===== src/rtl/prbs_link_pkg.sv =====
package prbs_link_pkg;

   //////////////////////////////////////////////////////////////////////
   // PRBS polynomial
   //////////////////////////////////////////////////////////////////////

   // x^7 + x^6 + 1
   localparam int PRBS_ORDER = 7;
   // second tap of the polynomial
   localparam int PRBS_TAP = 6;
   // generator state loaded under reset
   localparam logic [PRBS_ORDER-1:0] PRBS_SEED = '1;

   //////////////////////////////////////////////////////////////////////
   // default link geometry
   //////////////////////////////////////////////////////////////////////

   // one transceiver word per clock
   localparam int DEF_WORD_W = 64;
   // receive lanes under test
   localparam int DEF_NUM_LANES = 8;
   // clean words in a row before lock
   localparam int DEF_LOCK_WORDS = 4;

   // per word error count, up to 127
   localparam int WERR_W = 7;
   // running bit error total
   localparam int TOT_W = 24;
   // readout start offset
   localparam int INIT_W = 8;

   // result of one lane checker, 32 bits
   typedef struct packed {
      logic              aligned;
      logic [WERR_W-1:0] word_errors;
      logic [TOT_W-1:0]  total_errors;
   } lane_status_t;

   // channel select width, never below one bit
   function automatic int sel_w(input int lanes);
      if (lanes > 1)
      begin
         return $clog2(lanes);
      end
      return 1;
   endfunction

endpackage


===== src/rtl/prbs7_gen.sv =====
`timescale 1ns/1ps

module prbs7_gen #(
   parameter int WORD_W = prbs_link_pkg::DEF_WORD_W
) (
   input  logic              clk_i,
   input  logic              rst_i,
   output logic [WORD_W-1:0] word_o
);
   import prbs_link_pkg::*;

   // next stream bits still to be sent
   // bit 0 is the oldest one, so it leaves first
   logic [PRBS_ORDER-1:0] state_q;
   logic [PRBS_ORDER-1:0] state_d;
   logic [WORD_W-1:0]     word_d;

   //////////////////////////////////////////////////////////////////////
   // unrolled LFSR steps
   //////////////////////////////////////////////////////////////////////

   // one stream bit per step, lsb of the word first
   always_comb
   begin
      state_d = state_q;
      word_d  = '0;
      for (int i = 0; i < WORD_W; i++)
      begin
         // emit the oldest pending bit
         word_d[i] = state_d[0];
         // new bit is bit n-7 xor bit n-6
         state_d = {state_d[0] ^ state_d[PRBS_ORDER-PRBS_TAP],
                    state_d[PRBS_ORDER-1:1]};
      end
   end

   //////////////////////////////////////////////////////////////////////
   // state and output registers
   //////////////////////////////////////////////////////////////////////

   always_ff @(posedge clk_i)
   begin
      if (rst_i)
      begin
         // seed comes out as the first seven bits
         state_q <= PRBS_SEED;
         word_o  <= '0;
      end
      else
      begin
         state_q <= state_d;
         word_o  <= word_d;
      end
   end

endmodule


===== src/rtl/lane_checker.sv =====
`timescale 1ns/1ps

module lane_checker #(
   parameter int WORD_W     = prbs_link_pkg::DEF_WORD_W,
   parameter int LOCK_WORDS = prbs_link_pkg::DEF_LOCK_WORDS
) (
   input  logic                        clk_i,
   input  logic                        rst_i,
   input  logic [WORD_W-1:0]           rx_word_i,
   output prbs_link_pkg::lane_status_t status_o
);
   import prbs_link_pkg::*;

   // run counter reaches LOCK_WORDS and stays there
   localparam int RUN_W = $clog2(LOCK_WORDS + 1);

   // previous receive word and its valid flag
   logic [WORD_W-1:0]   prev_q;
   logic                prev_vld_q;

   // received history, previous word in the low half
   logic [2*WORD_W-1:0] hist;
   logic [WORD_W-1:0]   exp_bits;
   logic [WORD_W-1:0]   err_bits;
   logic [WERR_W-1:0]   werr_d;

   // lock tracking
   logic [RUN_W-1:0]    run_q;
   logic [RUN_W-1:0]    run_d;
   logic                aligned_d;

   // saturating total
   logic [WERR_W-1:0]   werr_add;
   logic [TOT_W:0]      tot_sum;
   logic [TOT_W-1:0]    tot_d;

   lane_status_t        status_q;

   //////////////////////////////////////////////////////////////////////
   // self-synchronizing check
   //////////////////////////////////////////////////////////////////////

   assign hist = {rx_word_i, prev_q};

   // expected bit from the received stream itself
   // low bits reach back into the previous word
   always_comb
   begin
      for (int n = 0; n < WORD_W; n++)
      begin
         exp_bits[n] = hist[WORD_W+n-PRBS_ORDER] ^ hist[WORD_W+n-PRBS_TAP];
      end
   end

   assign err_bits = rx_word_i ^ exp_bits;

   // count mismatching bits
   always_comb
   begin
      werr_d = '0;
      for (int n = 0; n < WORD_W; n++)
      begin
         werr_d = werr_d + WERR_W'(err_bits[n]);
      end
      // no history for the first word after reset
      if (!prev_vld_q)
      begin
         werr_d = '0;
      end
   end

   //////////////////////////////////////////////////////////////////////
   // lock and error total
   //////////////////////////////////////////////////////////////////////

   always_comb
   begin
      run_d     = run_q;
      aligned_d = status_q.aligned;
      if (werr_d != '0)
      begin
         // any error drops lock and restarts the run
         run_d     = '0;
         aligned_d = 1'b0;
      end
      else if (prev_vld_q)
      begin
         if (run_q < RUN_W'(LOCK_WORDS))
         begin
            run_d = run_q + 1'b1;
         end
         if (run_d == RUN_W'(LOCK_WORDS))
         begin
            aligned_d = 1'b1;
         end
      end
   end

   // errors only count while locked on arrival
   assign werr_add = status_q.aligned ? werr_d : '0;
   assign tot_sum  = {1'b0, status_q.total_errors} + (TOT_W+1)'(werr_add);
   // clamp at all ones
   assign tot_d    = tot_sum[TOT_W] ? '1 : tot_sum[TOT_W-1:0];

   //////////////////////////////////////////////////////////////////////
   // registers
   //////////////////////////////////////////////////////////////////////

   // history word
   always_ff @(posedge clk_i)
   begin
      prev_q <= rx_word_i;
   end

   always_ff @(posedge clk_i)
   begin
      if (rst_i)
      begin
         prev_vld_q <= 1'b0;
         run_q      <= '0;
         status_q   <= '0;
      end
      else
      begin
         prev_vld_q            <= 1'b1;
         run_q                 <= run_d;
         status_q.aligned      <= aligned_d;
         status_q.word_errors  <= werr_d;
         status_q.total_errors <= tot_d;
      end
   end

   assign status_o = status_q;

endmodule


===== src/rtl/error_readout.sv =====
`timescale 1ns/1ps

module error_readout #(
   parameter int NUM_LANES = prbs_link_pkg::DEF_NUM_LANES
) (
   input  logic                                       clk_i,
   input  logic                                       rst_i,
   input  prbs_link_pkg::lane_status_t                lanes_i [NUM_LANES],
   input  logic [prbs_link_pkg::sel_w(NUM_LANES)-1:0] chan_sel_i,
   input  logic [prbs_link_pkg::INIT_W-1:0]           err_init_i,
   output logic [prbs_link_pkg::TOT_W-1:0]            status_o,
   output logic                                       err_flag_o,
   output logic [NUM_LANES-1:0]                       aligned_o
);
   import prbs_link_pkg::*;

   logic [TOT_W-1:0]     sel_total;
   logic [TOT_W:0]       sum;
   logic [TOT_W-1:0]     status_d;
   logic                 err_any;
   logic [NUM_LANES-1:0] aligned_d;

   //////////////////////////////////////////////////////////////////////
   // lane select and merge
   //////////////////////////////////////////////////////////////////////

   always_comb
   begin
      sel_total = '0;
      err_any   = 1'b0;
      for (int k = 0; k < NUM_LANES; k++)
      begin
         // selected channel total
         if (int'(chan_sel_i) == k)
         begin
            sel_total = lanes_i[k].total_errors;
         end
         // any lane with errors this word
         err_any      = err_any | (lanes_i[k].word_errors != '0);
         aligned_d[k] = lanes_i[k].aligned;
      end
   end

   // offset added on top, clamped at all ones
   assign sum      = {1'b0, sel_total} + (TOT_W+1)'(err_init_i);
   assign status_d = sum[TOT_W] ? '1 : sum[TOT_W-1:0];

   //////////////////////////////////////////////////////////////////////
   // output registers
   //////////////////////////////////////////////////////////////////////

   always_ff @(posedge clk_i)
   begin
      if (rst_i)
      begin
         status_o   <= '0;
         err_flag_o <= 1'b0;
         aligned_o  <= '0;
      end
      else
      begin
         status_o   <= status_d;
         err_flag_o <= err_any;
         aligned_o  <= aligned_d;
      end
   end

endmodule


===== src/rtl/prbs_link_top.sv =====
`timescale 1ns/1ps

module prbs_link_top #(
   parameter int WORD_W     = prbs_link_pkg::DEF_WORD_W,
   parameter int NUM_LANES  = prbs_link_pkg::DEF_NUM_LANES,
   parameter int LOCK_WORDS = prbs_link_pkg::DEF_LOCK_WORDS
) (
   input  logic                                       clk_i,
   input  logic                                       rst_i,
   // one receive word per lane, lane k in slice k
   input  logic [NUM_LANES-1:0][WORD_W-1:0]           rx_words_i,
   input  logic [prbs_link_pkg::sel_w(NUM_LANES)-1:0] chan_sel_i,
   input  logic [prbs_link_pkg::INIT_W-1:0]           err_init_i,
   output logic [WORD_W-1:0]                          tx_word_o,
   output logic [prbs_link_pkg::TOT_W-1:0]            status_o,
   output logic                                       err_flag_o,
   output logic [NUM_LANES-1:0]                       aligned_o
);
   import prbs_link_pkg::*;

   // checker results into the readout
   lane_status_t lane_status [NUM_LANES];

   //////////////////////////////////////////////////////////////////////
   // transmit side
   //////////////////////////////////////////////////////////////////////

   prbs7_gen #(
      .WORD_W (WORD_W)
   ) u_gen (
      .clk_i  (clk_i),
      .rst_i  (rst_i),
      .word_o (tx_word_o)
   );

   //////////////////////////////////////////////////////////////////////
   // receive lanes
   //////////////////////////////////////////////////////////////////////

   // one checker per lane, fed straight from the ports
   for (genvar k = 0; k < NUM_LANES; k++)
   begin : g_lane
      lane_checker #(
         .WORD_W     (WORD_W),
         .LOCK_WORDS (LOCK_WORDS)
      ) u_chk (
         .clk_i     (clk_i),
         .rst_i     (rst_i),
         .rx_word_i (rx_words_i[k]),
         .status_o  (lane_status[k])
      );
   end

   // status readout
   error_readout #(
      .NUM_LANES (NUM_LANES)
   ) u_readout (
      .clk_i      (clk_i),
      .rst_i      (rst_i),
      .lanes_i    (lane_status),
      .chan_sel_i (chan_sel_i),
      .err_init_i (err_init_i),
      .status_o   (status_o),
      .err_flag_o (err_flag_o),
      .aligned_o  (aligned_o)
   );

endmodule


===== config.mk =====
export PLATFORM = sky130hd
export DESIGN_NAME = prbs_link_top
export DESIGN_NICKNAME = d
export VERILOG_FILES = /design/src/rtl/prbs_link_pkg.sv /design/src/rtl/prbs7_gen.sv /design/src/rtl/lane_checker.sv /design/src/rtl/error_readout.sv /design/src/rtl/prbs_link_top.sv
export SDC_FILE = /design/constraint.sdc
export NUM_CORES = 2
export LEC_CHECK = 0
export BUFFER_PORTS_ARGS = -buffer_cell sky130_fd_sc_hd__buf_2
export CORE_MARGIN = 2
export CORE_UTILIZATION = 62
export CTS_CLUSTER_SIZE = 20
export DETAILED_ROUTE_END_ITERATION = 8
export PLACE_DENSITY = 0.86
export SETUP_SLACK_MARGIN = 0.02
export SLEW_MARGIN = 20
export SYNTH_ARGS = -nofsm -noshare
export SYNTH_HDL_FRONTEND = slang
export SYNTH_SLANG_ARGS = --single-unit

===== constraint.sdc =====
create_clock -name clk_i -period 24.3 [get_ports clk_i]
set_clock_uncertainty 0.2 [all_clocks]
set_input_delay 1.215 -clock clk_i [delete_from_list [all_inputs] [get_ports clk_i]]
set_output_delay 1.215 -clock clk_i [all_outputs]
set_load 0.03 [all_outputs]

# Word level (Yosys, flattened, before mapping)

Index checks and enable logic that the tools add are counted.

Add/subtract/negate cells: 521
Magnitude comparators: 8
Equality and inequality tests: 15
Mux-type cells: 58
Bitwise operators: 591
Reduce and logical (&&, ||, !) cells: 33

Operators by type and width:

| cell                                               | count |
|---|---|
| adder 7 x 1 -> 7 bit                               | 496 |
| XOR 1 bit                                          | 576 |
| XOR 64 bit                                         | 8 |
| 2-to-1 mux 24 bit                                  | 17 |
| adder 24 x 7 -> 25 bit                             | 8 |
| 2-to-1 mux 7 bit                                   | 16 |
| nonzero test 7 bit                                 | 16 |
| 2-to-1 mux 3 bit                                   | 24 |
| == test 3 bit (second input constant)              | 12 |
| adder 24 x 8 -> 25 bit                             | 1 |
| adder 3 x 1 -> 3 bit (second input constant)       | 8 |
| less-than comparator 3 bit (second input constant) | 8 |
| adder 1 x 1 -> 2 bit                               | 8 |
| AND reduction 2 bit                                | 8 |
| OR reduction 2 bit                                 | 8 |
| bitwise OR 1 bit                                   | 7 |
| == test 3 x 2 -> 1 bit (second input constant)     | 2 |
| == test 3 x 1 -> 1 bit (second input constant)     | 1 |
| logical NOT 3 bit                                  | 1 |
| 2-to-1 mux 1 bit                                   | 1 |

Flip-flop bits (word level): 897
Input port bits: 525

# Depth between registers and ports, before layout

Word-level depth: 70
Mapped depth: 33

# Cells and area by module

Synthesis repeated with hierarchy kept, for this count alone.

Cell total of the unflattened synthesis: 4351
Area total of the unflattened synthesis: 43215.2 µm²

By module, submodules not included:

| module                              | times used | cells an instance | area each (µm²) |
|---|---|---|---|
| lane_checker at g_lane[0].u_chk ... | 3          | 471               | 4648.2 |
| lane_checker at g_lane[5].u_chk ... | 2          | 460               | 4638.2 |
| lane_checker at g_lane[3].u_chk     | 1          | 472               | 4644.5 |
| lane_checker at g_lane[4].u_chk     | 1          | 471               | 4644.5 |
| lane_checker at g_lane[7].u_chk     | 1          | 458               | 4614.4 |
| error_readout                       | 1          | 378               | 3475.8 |
| prbs7_gen                           | 1          | 239               | 2615.0 |

# Worst setup path after synthesis

OpenSTA, ideal clock, no wires.

Path kind: input port to flip-flop
Start: input port rx_words_i[0] (netlist bit)
End: register g_lane[0].u_chk.status_q (netlist bit g_lane[0].u_chk.status_o[21])
Setup time: 73 ps
Arrival: 9391 ps
Required time: 24027 ps
Path slack: 14636 ps
Cell stages on the path: 30
Buffers on the path: 2
Cells stage by stage: xnor2_1 > xnor2_1 > ha_1 > fa_1 > fa_1 > fa_1 > fa_1 > fa_1 > fa_1 > inv_1 > fa_1 > fa_1 > fa_1 > fa_1 > nor2b_1 > o21ai_0 > a21boi_0 > o21a_1 > o21a_1 > and2_1 > ha_1 > o21ai_1 > nand2b_1 > nand4_4 > or3b_1 > buf_2 > or4_4 > buf_6 > and3_1 > nor3_2

Word-level cells in the longest chain between the ends: 68
Elaborated cells on any way between the ends: 70

RTL lines:

| item                                   | RTL line            | source |
|---|---|---|
| from (decl)                            | prbs_link_top.sv:11 | `input logic [NUM_LANES-1:0][WORD_W-1:0] rx_words_i,` |
| XOR 64 bit (*)                         | lane_checker.sv:55  | `assign err_bits = rx_word_i ^ exp_bits;` |
| adder 1 x 1 -> 2 bit                   | lane_checker.sv:63  | `werr_d = werr_d + WERR_W'(err_bits[n]);` |
| adder 7 x 1 -> 7 bit (5 in a row)      | lane_checker.sv:63  |  |
| adder 7 x 1 -> 7 bit (*) (57 in a row) | lane_checker.sv:63  |  |
| 2-to-1 mux 7 bit (*)                   | lane_checker.sv:66  | `if (!prev_vld_q)` |
| 2-to-1 mux 7 bit (*)                   | lane_checker.sv:100 | `assign werr_add = status_q.aligned ? werr_d : '0;` |
| adder 24 x 7 -> 25 bit (*)             | lane_checker.sv:101 | `assign tot_sum = {1'b0, status_q.total_errors} + (TOT_W+1)'(werr_add);` |
| 2-to-1 mux 24 bit (*)                  | lane_checker.sv:103 | `assign tot_d = tot_sum[TOT_W] ? '1 : tot_sum[TOT_W-1:0];` |
| to (decl)                              | lane_checker.sv:37  | `lane_status_t status_q;` |

Every way passes the cells marked *; elsewhere a longest branch is shown, timed or not.
A chain may end at the register's enable or synchronous reset.

# Worst setup path in the final report

Start: input port rx_words_i[497] (netlist bit)
End: register g_lane[7].u_chk.status_q (netlist bit g_lane[7].u_chk.status_o[13])

Word-level cells in the longest chain between the ends: 20
Elaborated cells on any way between the ends: 22

RTL lines:

| item                                  | RTL line |
|---|---|
| XOR 64 bit (*)                        | lane_checker.sv:55 |
| adder 7 x 1 -> 7 bit (7 in a row)     | lane_checker.sv:63 |
| adder 7 x 1 -> 7 bit (*) (8 in a row) | lane_checker.sv:63 |
| 2-to-1 mux 7 bit (*)                  | lane_checker.sv:66 |
| 2-to-1 mux 7 bit (*)                  | lane_checker.sv:100 |
| adder 24 x 7 -> 25 bit (*)            | lane_checker.sv:101 |
| 2-to-1 mux 24 bit (*)                 | lane_checker.sv:103 |
| to (decl)                             | lane_checker.sv:37 |

Marked as above.

==> flow_metrics.env <==
export IMPL_outcome="finished with violations"
export IMPL_failed_checks="design-rule violations"
export IMPL_ys_async_sr_fraction_pct=0
export IMPL_cts_tree="built"
export IMPL_setup_worst_path_start_class="input pin"
export IMPL_setup_violations_final=0
export IMPL_worst_path_max_fanout=17
export IMPL_postSynthNetCount=5398
export IMPL_post_synth_main_area_contributors="dfxtp_1, fa_1, xnor2_1"
export IMPL_dr_first_iter_drc_count=2146
export IMPL_layout_worst_path_cycle_share_pct=42.13
export IMPL_drive_gt1_share_pct=16.39
export IMPL_ff2ff_path_depth=28
export IMPL_synthesis_area_per_instance_sq_um=9.828
export IMPL_vias=32133
export IMPL_finalCriticalPeriod_ns=10.24
export IMPL_post_synth_instance_area_sq_mm=0.04159
export IMPL_timing_critical_path_slowest_cell_delay_ns=0.68
export IMPL_cts_buffers=50
export IMPL_final_nets=5981
export IMPL_timing_worst_setup_path_type="input pin to flop"
export IMPL_postSynthCellCount=4232
export IMPL_path_common_cell="fa_1"
export IMPL_reg2reg_from="g_lane[7].u_chk.prev_q[59]"
export IMPL_first_global_vias=33649
export IMPL_grt_first_pass_wirelength_mm=173.1
export IMPL_ys_ff_latch=441
export IMPL_cts_repair_resized=0
export IMPL_placedCellCount=5627
export IMPL_tightest_slew_ns=1.115
export IMPL_non_filler_instance_count_after_layout=5725
export IMPL_remaining_drc_errors=3
export IMPL_initial_utilization_pct=62.93
export IMPL_postCtsSetupRepairBufs=0
export IMPL_timing_fmax_mhz=97.68
export IMPL_worst_slack_ns=14.06
export IMPL_hold_buffers=0
export IMPL_synth_lib_cells_used_distinct=97
export IMPL_die_width_microns=263.0
export IMPL_grt_max_degree=94
export IMPL_reg2reg_setup_slack_ns=14.52
export IMPL_worstHoldStart="g_lane[3].u_chk.status_o[13]"
export IMPL_num_rows=94
export IMPL_slew_headroom_pct=24.95
export IMPL_synth_largest_type_area_fraction_pct=21.23
export IMPL_arrival_worst_endpoint_ns=10.56
export IMPL_design_core_area_sq_mm=0.06610
export IMPL_synth_seq_area_share_pct=21.23
export IMPL_critical_path_required_ns=24.62
export IMPL_final_cell_mix="xnor2_1, buf_2, fa_1"
export IMPL_hold_vio_cnt_final=0
export IMPL_vias_per_cell=5.613
export IMPL_die_area_sq_mm=0.06917
export IMPL_grt_ovfl_total=0
export IMPL_min_delay_worst_endpoint="g_lane[3].u_chk.status_o[13]"
export IMPL_postRouteWirelength_mm=107.6
export IMPL_grt_antenna_before_repair=9
export IMPL_worst_r2r_endpoint="g_lane[7].u_chk.status_o[13]"
export IMPL_rsz0062_at_grt="no"
export IMPL_critPathSlowestCell="o21ai_0"
export IMPL_holdPathStages=1
export IMPL_yosysWarningCount=0
export IMPL_layout_commonest_cell="xnor2_1"
export IMPL_worstSetupEndpointType="flop"
export IMPL_holdCritPathClass="flop to flop"
export IMPL_number_of_synthesized_flops_with_an_enable_pin=0
export IMPL_detailedRoute_firstPassIterationCount=8
export IMPL_maxCapViolations=0
export IMPL_cts_path_max_buffers=3
export IMPL_gpl_final_weighted_congestion=0.9736
export IMPL_path_clk_slew_ns=0.06
export IMPL_synth_largest_area_cell="dfxtp_1"
export IMPL_ys_dominant_reg_cell="dfxtp_1"
export IMPL_place_port_buffers=621
export IMPL_dp_hpwl_mm=89.40
export IMPL_gr_usage_all_layers_pct=30.92
export IMPL_boundaryPins=622
export IMPL_cts_htree_levels=2
export IMPL_area_growth_syn_to_layout_pct=13.11
export IMPL_antenna_violating_nets_post_route=0
export IMPL_setup_tns_final_ns=0
export IMPL_slew_viol_final=0
export IMPL_drt_wl_cell_microns=18.80
export IMPL_dieHeight_microns=263.0
export IMPL_place_worst_setup_slack_ns=13.65
export IMPL_clk_latency_ns=0.61
export IMPL_cts_root_buffer_cell="clkbuf_16"
export IMPL_cts_num_sinks=441
-- flip-flops by register name, indices dropped and copies added, names as in the netlist --
| name | flops |
|---|---|
| u_gen.state_q | 7 |
| g_lane.u_chk.run_q | 24 |
| g_lane.u_chk.prev_vld_q | 1 |
| u_gen.word_o | 64 |
| g_lane.u_chk.prev_q | 56 |
| u_readout.aligned_o | 8 |
| u_readout.err_flag_o | 1 |
| g_lane.u_chk.status_o | 256 |
| u_readout.status_o | 24 |
-- logic make-up after synthesis --
kind of cell               share of synthesized area, %
DFF                                               21.23
buffers and inverters                             5.051
muxes                                             2.196
AOI/OAI and AO/OA                                 7.939
and+or+nand+nor                                   10.28
xor gates and xnor gates                          26.07
adders and majority gates                         27.24
-- worst max-delay path by stage --
| stage | endpoint | startpoint | slack [ns] | cells after the start |
|---|---|---|---|---|
| 2_1_floorplan | g_lane[0].u_chk.status_o[21] | rx_words_i[0] | 14.64 | 30 |
| 3_3_place_gp | g_lane[7].u_chk.status_o[13] | rx_words_i[494] | 13.89 | 31 |
| 3_5_place_dp | g_lane[7].u_chk.status_o[13] | rx_words_i[497] | 13.65 | 31 |
| 4_1_cts | g_lane[7].u_chk.status_o[13] | rx_words_i[497] | 14.25 | 31 |
| 5_1_grt | g_lane[7].u_chk.status_o[13] | rx_words_i[497] | 13.70 | 31 |
| 6_report | g_lane[7].u_chk.status_o[13] | rx_words_i[497] | 14.06 | 31 |
-- cells in the mapped netlist, drive strengths merged (6+ instances only) --
| library cell | n |
|---|---|
| nand4 | 26 |
| inv | 425 |
| a211oi | 13 |
| fa | 441 |
| dfxtp | 441 |
| and2 | 37 |
| a22oi | 6 |
| buf | 39 |
| or3 | 14 |
| nor3b | 18 |
| and4b | 6 |
| nand2 | 113 |
| xnor2 | 907 |
| a21o | 20 |
| and3 | 30 |
| a311oi | 19 |
| ha | 200 |
| a31oi | 18 |
| mux2i | 35 |
| o221ai | 8 |
| nor2 | 233 |
| and4 | 22 |
| nor2b | 56 |
| nor3 | 56 |
| a21boi | 30 |
| o21bai | 14 |
| mux2 | 12 |
| nor4 | 30 |
| nand3b | 34 |
| clkbuf | 60 |
| mux4 | 19 |
| nor4bb | 11 |
| o21ai | 69 |
| nand2b | 15 |
| or2 | 8 |
| a21oi | 241 |
| nand3 | 81 |
| o21a | 34 |
| xor2 | 331 |
-- per-stage QoR --
step	cell area [sq um]	hold WS (ns)	util, %
after global placement	45370	0.2685	68.64
after CTS	47030	0.2975	71.15
after global routing	47040	0.3255	71.16
after detailed placement	45370	0.2880	68.64
after floorplan	41590	0.2464	-
final	47050	0.3013	71.18
-- layout make-up --
type                       instances  area [sq um]
clock inverter                    27         255.2
timing repair buffer             630          3186
multi-input combinational       3264         30670
inverter                         428          1607
antenna                            4         10.01
tap                              864          1081
sequential                       441          8830
fill                            4788         19050
clock buffer                      67          1406
-- worst max-delay path, delay by kind of cell --
family                   cells  cell delay [ns]
AO/OA/AOI/OAI                3             1.06
adder cells (fa/ha/maj)     11             5.17
buffers and inverters        8             0.53
XOR/XNOR                     2             0.40
AND/OR/NAND/NOR              7             2.16
-- routing by layer --
metal	global-route usage, %	share of wire [%]
met1	38.59	40
met2	54.05	50
met3	5.350	6.7
met4	10.67	3.5
met5	0	0.036
Power is left out: the tool's default activity adds up to more than one toggle a clock period on the data nets, which glitch-free logic cannot reach.
